### src/hw/rv_params.svh
`ifndef RV_PARAMS_SVH
`define RV_PARAMS_SVH

// data and address width.
`define XLEN 32

// architectural registers, x0 included.
`define REG_COUNT 32

// retiring this pc stops the unit.
`define EXIT_PC 32'h0000_0044
`define RESET_PC 32'h0000_0000

`endif

### src/hw/rv_ctrl_pkg.sv
package rv_ctrl_pkg;

    // retire sequencer states.
    typedef enum logic [1:0] {
        ST_IDLE     = 2'd0,   // waiting for a retire strobe.
        ST_WAIT_MEM = 2'd1,   // load issued, data not back yet.
        ST_COMMIT   = 2'd2,   // one cycle, regfile write and pc out.
        ST_HALT     = 2'd3    // exit pc retired, sticky.
    } retire_state_t;

endpackage

### src/hw/rv_isa_pkg.sv
package rv_isa_pkg;

    ////////////////////////////////////////
    // writeback source select.
    ////////////////////////////////////////

    typedef enum logic [3:0] {
        WB_ALU   = 4'd0,   // alu result.
        WB_MEMB  = 4'd1,   // signed byte load.
        WB_MEMBU = 4'd2,   // unsigned byte load.
        WB_MEMH  = 4'd3,   // signed half load.
        WB_MEMHU = 4'd4,   // unsigned half load.
        WB_MEMW  = 4'd5,   // word load.
        WB_PC    = 4'd6,   // link address, pc+4.
        WB_CSR   = 4'd7    // counter read.
    } wb_sel_t;

    ////////////////////////////////////////
    // csr read select.
    ////////////////////////////////////////

    typedef enum logic {
        CSR_CYCLE   = 1'b0,
        CSR_INSTRET = 1'b1
    } csr_sel_t;

endpackage

### src/hw/perf_counters.sv
`timescale 1ns/10ps

`include "rv_params.svh"

module perf_counters
    import rv_isa_pkg::*;
(
    input  logic              clk,
    input  logic              reset,
    input  logic              commit,
    input  csr_sel_t          csr_sel,
    output logic [`XLEN-1:0]  csr_rdata
);

    logic [`XLEN-1:0] cycle_cnt;
    logic [`XLEN-1:0] instret_cnt;

    ////////////////////////////////////////
    // counters.
    ////////////////////////////////////////

    // free running, wraps.
    always_ff @(posedge clk) begin
        if (reset) begin
            cycle_cnt <= '0;
        end else begin
            cycle_cnt <= cycle_cnt + 1'b1;
        end
    end

    // one per committed instruction.
    always_ff @(posedge clk) begin
        if (reset) begin
            instret_cnt <= '0;
        end else if (commit) begin
            instret_cnt <= instret_cnt + 1'b1;
        end
    end

    ////////////////////////////////////////
    // csr read mux.
    ////////////////////////////////////////

    // value before this commit's own increment.
    always_comb begin
        case (csr_sel)
            CSR_CYCLE: begin
                csr_rdata = cycle_cnt;
            end
            CSR_INSTRET: begin
                csr_rdata = instret_cnt;
            end
            default: begin
                csr_rdata = cycle_cnt;
            end
        endcase
    end

endmodule

### src/hw/reg_file.sv
`timescale 1ns/10ps

`include "rv_params.svh"

module reg_file (
    input  logic              clk,
    input  logic              reset,
    input  logic              commit,
    input  logic              rf_wen_q,
    input  logic [4:0]        wb_addr_q,
    input  logic [4:0]        rs_addr,
    input  logic [`XLEN-1:0]  wb_data,
    output logic [`XLEN-1:0]  rs_data
);

    logic [`XLEN-1:0] regs [`REG_COUNT];
    logic             wr_en;

    // x0 is never written, so it stays zero after reset.
    assign wr_en = commit && rf_wen_q && (wb_addr_q != 5'd0);

    ////////////////////////////////////////
    // write port.
    ////////////////////////////////////////

    always_ff @(posedge clk) begin
        if (reset) begin
            for (int i = 0; i < `REG_COUNT; i++) begin
                regs[i] <= '0;
            end
        end else if (wr_en) begin
            regs[wb_addr_q] <= wb_data;
        end
    end

    ////////////////////////////////////////
    // read port.
    ////////////////////////////////////////

    assign rs_data = regs[rs_addr];   // async read.

endmodule

### src/hw/retire_fsm.sv
`timescale 1ns/10ps

`include "rv_params.svh"

module retire_fsm
    import rv_isa_pkg::*;
    import rv_ctrl_pkg::*;
(
    input  logic              clk,
    input  logic              reset,
    input  logic              retire,
    input  logic              mem_valid,
    input  wb_sel_t           wb_sel,
    input  logic [`XLEN-1:0]  pc_q,
    output logic              capture,
    output logic              mem_capture,
    output logic              commit,
    output logic              busy,
    output logic              halted
);

    retire_state_t state;
    retire_state_t state_next;
    logic          is_load;

    // the five memory selects need read data first.
    always_comb begin
        case (wb_sel)
            WB_MEMB, WB_MEMBU, WB_MEMH, WB_MEMHU, WB_MEMW: begin
                is_load = 1'b1;
            end
            default: begin
                is_load = 1'b0;
            end
        endcase
    end

    ////////////////////////////////////////
    // strobes and levels.
    ////////////////////////////////////////

    assign capture     = retire && (state == ST_IDLE);   // ignored when busy or halted.
    assign mem_capture = mem_valid && (state == ST_WAIT_MEM);
    assign commit      = (state == ST_COMMIT);
    assign busy        = (state == ST_WAIT_MEM) || (state == ST_COMMIT);
    assign halted      = (state == ST_HALT);

    ////////////////////////////////////////
    // next state.
    ////////////////////////////////////////

    always_comb begin
        state_next = state;
        case (state)
            ST_IDLE: begin
                if (retire) begin
                    state_next = is_load ? ST_WAIT_MEM : ST_COMMIT;
                end
            end
            ST_WAIT_MEM: begin
                if (mem_valid) begin
                    state_next = ST_COMMIT;
                end
            end
            ST_COMMIT: begin
                // exit pc stops everything after its own commit.
                if (pc_q == `EXIT_PC) begin
                    state_next = ST_HALT;
                end else begin
                    state_next = ST_IDLE;
                end
            end
            ST_HALT: begin
                state_next = ST_HALT;   // only reset leaves.
            end
            default: begin
                state_next = ST_IDLE;
            end
        endcase
    end

    always_ff @(posedge clk) begin
        if (reset) begin
            state <= ST_IDLE;
        end else begin
            state <= state_next;
        end
    end

endmodule

### src/hw/rv_retire_top.sv
`timescale 1ns/10ps

`include "rv_params.svh"

module rv_retire_top
    import rv_isa_pkg::*;
(
    input  logic              clk,
    input  logic              reset,

    // retiring instruction.
    input  logic              retire,
    input  logic [`XLEN-1:0]  pc,
    input  wb_sel_t           wb_sel,
    input  logic [4:0]        wb_addr,
    input  logic              rf_wen,
    input  logic              br_flg,
    input  logic [`XLEN-1:0]  br_target,
    input  logic              jmp_flg,
    input  logic [`XLEN-1:0]  alu_out,
    input  logic              is_ecall,
    input  logic [`XLEN-1:0]  trap_vector,
    input  csr_sel_t          csr_sel,

    // load return.
    input  logic [`XLEN-1:0]  mem_rdata,
    input  logic              mem_valid,

    // register read port.
    input  logic [4:0]        rs_addr,
    output logic [`XLEN-1:0]  rs_data,

    // pc out and status.
    output logic [`XLEN-1:0]  next_pc,
    output logic              redirect,
    output logic              pc_valid,
    output logic              busy,
    output logic              halted
);

    logic             capture;
    logic             mem_capture;
    logic             commit;
    logic [`XLEN-1:0] pc_q;
    logic [`XLEN-1:0] wb_data;
    logic [`XLEN-1:0] csr_rdata;
    logic [4:0]       wb_addr_q;
    logic             rf_wen_q;
    csr_sel_t         csr_sel_q;

    assign pc_valid = commit;   // next_pc is good in the commit cycle.

    ////////////////////////////////////////
    // control.
    ////////////////////////////////////////

    retire_fsm i_retire_fsm (
        .clk         (clk),
        .reset       (reset),
        .retire      (retire),
        .mem_valid   (mem_valid),
        .wb_sel      (wb_sel),
        .pc_q        (pc_q),
        .capture     (capture),
        .mem_capture (mem_capture),
        .commit      (commit),
        .busy        (busy),
        .halted      (halted)
    );

    perf_counters i_perf_counters (
        .clk       (clk),
        .reset     (reset),
        .commit    (commit),
        .csr_sel   (csr_sel_q),
        .csr_rdata (csr_rdata)
    );

    ////////////////////////////////////////
    // datapath.
    ////////////////////////////////////////

    wb_stage i_wb_stage (
        .clk         (clk),
        .reset       (reset),
        .capture     (capture),
        .mem_capture (mem_capture),
        .pc          (pc),
        .alu_out     (alu_out),
        .br_target   (br_target),
        .trap_vector (trap_vector),
        .mem_rdata   (mem_rdata),
        .csr_rdata   (csr_rdata),
        .wb_sel      (wb_sel),
        .csr_sel     (csr_sel),
        .wb_addr     (wb_addr),
        .rf_wen      (rf_wen),
        .br_flg      (br_flg),
        .jmp_flg     (jmp_flg),
        .is_ecall    (is_ecall),
        .wb_data     (wb_data),
        .next_pc     (next_pc),
        .pc_q        (pc_q),
        .wb_addr_q   (wb_addr_q),
        .rf_wen_q    (rf_wen_q),
        .redirect    (redirect),
        .csr_sel_q   (csr_sel_q)
    );

    reg_file i_reg_file (
        .clk       (clk),
        .reset     (reset),
        .commit    (commit),
        .rf_wen_q  (rf_wen_q),
        .wb_addr_q (wb_addr_q),
        .rs_addr   (rs_addr),
        .wb_data   (wb_data),
        .rs_data   (rs_data)
    );

endmodule

### src/hw/wb_stage.sv
`timescale 1ns/10ps

`include "rv_params.svh"

module wb_stage
    import rv_isa_pkg::*;
(
    input  logic              clk,
    input  logic              reset,
    input  logic              capture,
    input  logic              mem_capture,
    input  logic [`XLEN-1:0]  pc,
    input  logic [`XLEN-1:0]  alu_out,
    input  logic [`XLEN-1:0]  br_target,
    input  logic [`XLEN-1:0]  trap_vector,
    input  logic [`XLEN-1:0]  mem_rdata,
    input  logic [`XLEN-1:0]  csr_rdata,
    input  wb_sel_t           wb_sel,
    input  csr_sel_t          csr_sel,
    input  logic [4:0]        wb_addr,
    input  logic              rf_wen,
    input  logic              br_flg,
    input  logic              jmp_flg,
    input  logic              is_ecall,
    output logic [`XLEN-1:0]  wb_data,
    output logic [`XLEN-1:0]  next_pc,
    output logic [`XLEN-1:0]  pc_q,
    output logic [4:0]        wb_addr_q,
    output logic              rf_wen_q,
    output logic              redirect,
    output csr_sel_t          csr_sel_q
);

    wb_sel_t          wb_sel_q;
    logic [`XLEN-1:0] alu_q;
    logic [`XLEN-1:0] mem_q;
    logic [`XLEN-1:0] pc_plus4;

    assign pc_plus4 = pc + 32'd4;

    always_ff @(posedge clk) begin
        if (reset) begin
            rf_wen_q  <= 1'b0;
            wb_sel_q  <= WB_ALU;
            csr_sel_q <= CSR_CYCLE;
            next_pc   <= `RESET_PC;
            redirect  <= 1'b0;
        end else if (capture) begin
            rf_wen_q  <= rf_wen;
            wb_sel_q  <= wb_sel;
            csr_sel_q <= csr_sel;
            // branch wins over jump, jump over ecall.
            next_pc   <= br_flg   ? br_target :
                         jmp_flg  ? alu_out :
                         is_ecall ? trap_vector : pc_plus4;
            redirect  <= br_flg || jmp_flg || is_ecall;
        end
    end

    // payload, only read while committing.
    always_ff @(posedge clk) begin
        if (capture) begin
            pc_q      <= pc;
            alu_q     <= alu_out;
            wb_addr_q <= wb_addr;
        end
        if (mem_capture) begin
            mem_q <= mem_rdata;
        end
    end

    always_comb begin
        case (wb_sel_q)
            WB_MEMB:  wb_data = {{24{mem_q[7]}}, mem_q[7:0]};
            WB_MEMBU: wb_data = {24'b0, mem_q[7:0]};
            WB_MEMH:  wb_data = {{16{mem_q[15]}}, mem_q[15:0]};
            WB_MEMHU: wb_data = {16'b0, mem_q[15:0]};
            WB_MEMW:  wb_data = mem_q;
            WB_PC:    wb_data = pc_q + 32'd4;   // link.
            WB_CSR:   wb_data = csr_rdata;
            default:  wb_data = alu_q;
        endcase
    end

endmodule

### config.mk
export PLATFORM = sky130hd
export DESIGN_NAME = rv_retire_top
export DESIGN_NICKNAME = d
export VERILOG_FILES = /design/src/hw/rv_ctrl_pkg.sv /design/src/hw/rv_isa_pkg.sv /design/src/hw/perf_counters.sv /design/src/hw/reg_file.sv /design/src/hw/retire_fsm.sv /design/src/hw/rv_retire_top.sv /design/src/hw/wb_stage.sv
export VERILOG_INCLUDE_DIRS = /design/src /design/src/hw
export SDC_FILE = /design/constraint.sdc
export NUM_CORES = 2
export LEC_CHECK = 0
export BUFFER_PORTS_ARGS = -buffer_cell sky130_fd_sc_hd__buf_2
export CAP_MARGIN = 15
export CORE_AREA = 3 3 298 300
export DETAILED_ROUTE_END_ITERATION = 8
export DIE_AREA = 0 0 301 303
export PLACE_DENSITY = 0.81
export REMOVE_ABC_BUFFERS = 1
export SLEW_MARGIN = 20
export SYNTH_ARGS = -nofsm -noshare
export SYNTH_HDL_FRONTEND = slang
export SYNTH_SLANG_ARGS = --single-unit
export TNS_END_PERCENT = 30
### constraint.sdc
create_clock -name clk -period 8.2 [get_ports clk]
set_input_delay 0.41 -clock clk [delete_from_list [all_inputs] [get_ports clk]]
set_output_delay 0.41 -clock clk [all_outputs]
set_load 0.01 [all_outputs]
==> metrics.yaml <==
status: "finished clean"
cts_tree: "built"
required_ps: 7790
overflow: 0
tightest_slew_ps: 1150
rrSetupSlack_ps: 4250
drive_above_1_share_pct: 23.3
met3_usage_pct: 10.6
start_util_pct: 62.8
ys_warn_count: 0
hold_path_class: "in -> reg"
place_congestion: 0.950
ys.flop_type: "edfxtp_1"
antenna_left: 0
fin_tns_setup_ps: 0
drc: 0
clock_latency_ps: 730
area_delta_synth_final_pct: 14.2
dr.pass1.iters: 6
drtIter0Drc: 5889
post-route-period-util_pct: 50.8
cp_max_fo: 73
grt_pass1_wl_um: 247000
vias: 36900
synth_top_area_share_pct: 62.2
vdd_drop_max_uv: 215
critPathKind: "in -> out"
io-pin-count: 251
end_kind: "primary output"
final_nets: 4294
grt_antenna_before_repair: 2
yosys-top-cells-count: "edfxtp_1 (1,125), nor2_1 (1,091), mux4_2 (320)"
synthArstFlopShare_pct: 0
fin_skew_ps: 41.9
seq_area_frac_synth_pct: 66.1
worst_setup_path_start_kind: "input pin"
min_period_ps: 4170
clk_pin_slew_ps: 60
clock_sinks: 1230
seq_area_um2: 35900
grt_usage_pct: 38.0
cts_made_buffers: 117
rsz0062_at_grt: "false"
grt_use_met1_pct: 46.0
synth_cell_types: 77
p_sw_w: 0.00412
setup_violations: 0
ys_seq_elements: 1230
cap_viol_max_count: 0
dp_cells: 5027
grt_pass1_vias: 38100
met2_usage_pct: 61.2
worstPathArrival_ps: 3760
syn_area_um2: 54300
wirelength_um: 171000
clock_path_buffers: 3
grt_max_degree: 124
internal_power_w: 0.0109
post-route-util_pct: 71.7
core-area_um2: 86500
max_slew_margin_pct: 23.5
multiInputGateArea_um2: 17500
post-cts-setup-buffers: 0
p_seq_share_pct: 48.9
hold_viol: 0
powerDensity_nw_per_um2: 242
hold_buffers: 107
via_per_inst: 6.89
drv_slew: 0
power_w: 0.0150
dieArea_um2: 91200
synth_edf_count: 1125
grt.busiest_layer: "met2"
comb_power_share_pct: 14.7
synth_most_common_cell: "edfxtp_1"
fillCellCount: 5220
yosysTopAreaCell: "edfxtp_1"
pwr-share-clk_pct: 36.4
final_cells: 5355
die_height_um: 303
htree_levels: 3
syn_inst: 3821
hold_slack_ps: 41.9
synth_area_leaders: "edfxtp_1 (62%), mux4_2 (13%), nor2_1 (7.5%)"
avgRoutedWirePerCell_um: 31.9
cts_resized: 0
postSynthAreaPerCell_um2: 14.2
swShare_pct: 27.5
timing.fmax_mhz: 240
die_w_um: 301
leakage_nw: 21.8
hpwl_um: 95600
ctsRootBufferMaster: "clkbuf_16"
io_buffers: 250
rows: 108
-- routing by layer --
metal  wire length [um]  vias to the layer above
met2              81400                     3623
li1                   -                    14700
met3              25700                      779
met5                 13                        -
met4              12600                        2
met1              51300                    17800
-- state kept, by name, indices dropped and copies added, names as in the netlist --
register and flops:
i_wb_stage.wb_addr_q 5, i_retire_fsm.state 2, i_wb_stage.alu_q 32, i_wb_stage.next_pc 32, i_wb_stage.redirect 1, i_reg_file.regs 1024
i_wb_stage.csr_sel_q 1, i_wb_stage.mem_q 32, i_wb_stage.pc_q 32, i_wb_stage.wb_sel_q 4, i_perf_counters.cycle_cnt 32, i_wb_stage.rf_wen_q 1
i_perf_counters.instret_cnt 32
-- stage by stage --
stage                     instance area (um2)  worst slack (ps)
after floorplan                         53000              4130
after global placement                  57000              4120
after detailed placement                57000              4080
after CTS                               61900              4090
after global routing                    62000              3800
final                                   62000              4030
-- worst paths after layout --
kind | cells past startpoint | startpoint | end
worst max-delay path | 6 | rs_addr[0] | rs_data[23]
worst min-delay path | 1 | pc[17] | i_wb_stage.pc_q[17]
worst max register to register | 9 | i_retire_fsm.state[0] | i_reg_file.regs[10][28]
worst min register to register | 2 | i_wb_stage.next_pc[4] | i_wb_stage.next_pc[4]
-- power groups by stage --
| stage | Clock (W) | Sequential [W] | Combinational, W |
|---|---|---|---|
| finish | 0.00545 | 0.00733 | 0.00220 |
| global route | 0.00566 | 0.00735 | 0.00227 |
| CTS | 0.00544 | 0.00733 | 0.00212 |
| detailed placement | 0 | 0.00744 | 0.00206 |
| global placement | 0 | 0.00743 | 0.00203 |
| floorplan | 0 | 0.00739 | 0.00104 |
-- logic make-up after synthesis --
family          share of synthesized area [%]
mux                                      14.8
compound gates                           3.20
flops                                    66.1
other cells                           0.00691
simple gates                             11.2
xor+xnor                                 1.74
fa+ha+maj                               0.231
buf+inv                                  2.76
-- placed cells by master (no fill, tap or decap), types with 11 or more instances in the layout --
cell / instances
a21oi_1: 72
a221o_1: 23
a221oi_4: 12
and3_1: 16
and4_1: 14
buf_2: 245
buf_4: 109
bufinv_16: 11
clkbuf_1: 27
clkbuf_16: 117
clkinv_1: 19
clkinv_2: 27
conb_1: 32
dfxtp_1: 104
dlygate4sd3_1: 108
edfxtp_1: 1125
inv_1: 23
mux2_2: 40
mux2i_1: 35
mux4_2: 320
nand2_1: 120
nand2b_2: 29
nand3_1: 40
nand4_1: 32
nor2_1: 1089
nor3_1: 31
o211ai_1: 12
o21ai_0: 47
o22ai_1: 13
or3_1: 13
xnor2_1: 47
xor2_1: 61
-- worst max-delay path, cell delays in order --
cell and delay, ps:
buf_8 580, buf_4 830, mux4_2 590, mux4_2 620, mux2_2 370, buf_2 150
-- cell type report --
class,count,share of cell area (%)
Inverter,27,0.168
Tap cell,1155,2.33
Clock inverter,68,1.18
Multi-Input combinational cell,2256,28.2
Antenna cell,1,0.00404
Sequential cell,1230,57.9
Timing Repair Buffer,469,5.22
Clock buffer,149,5.00
Note: power is estimated with default switching activity, not from simulation.
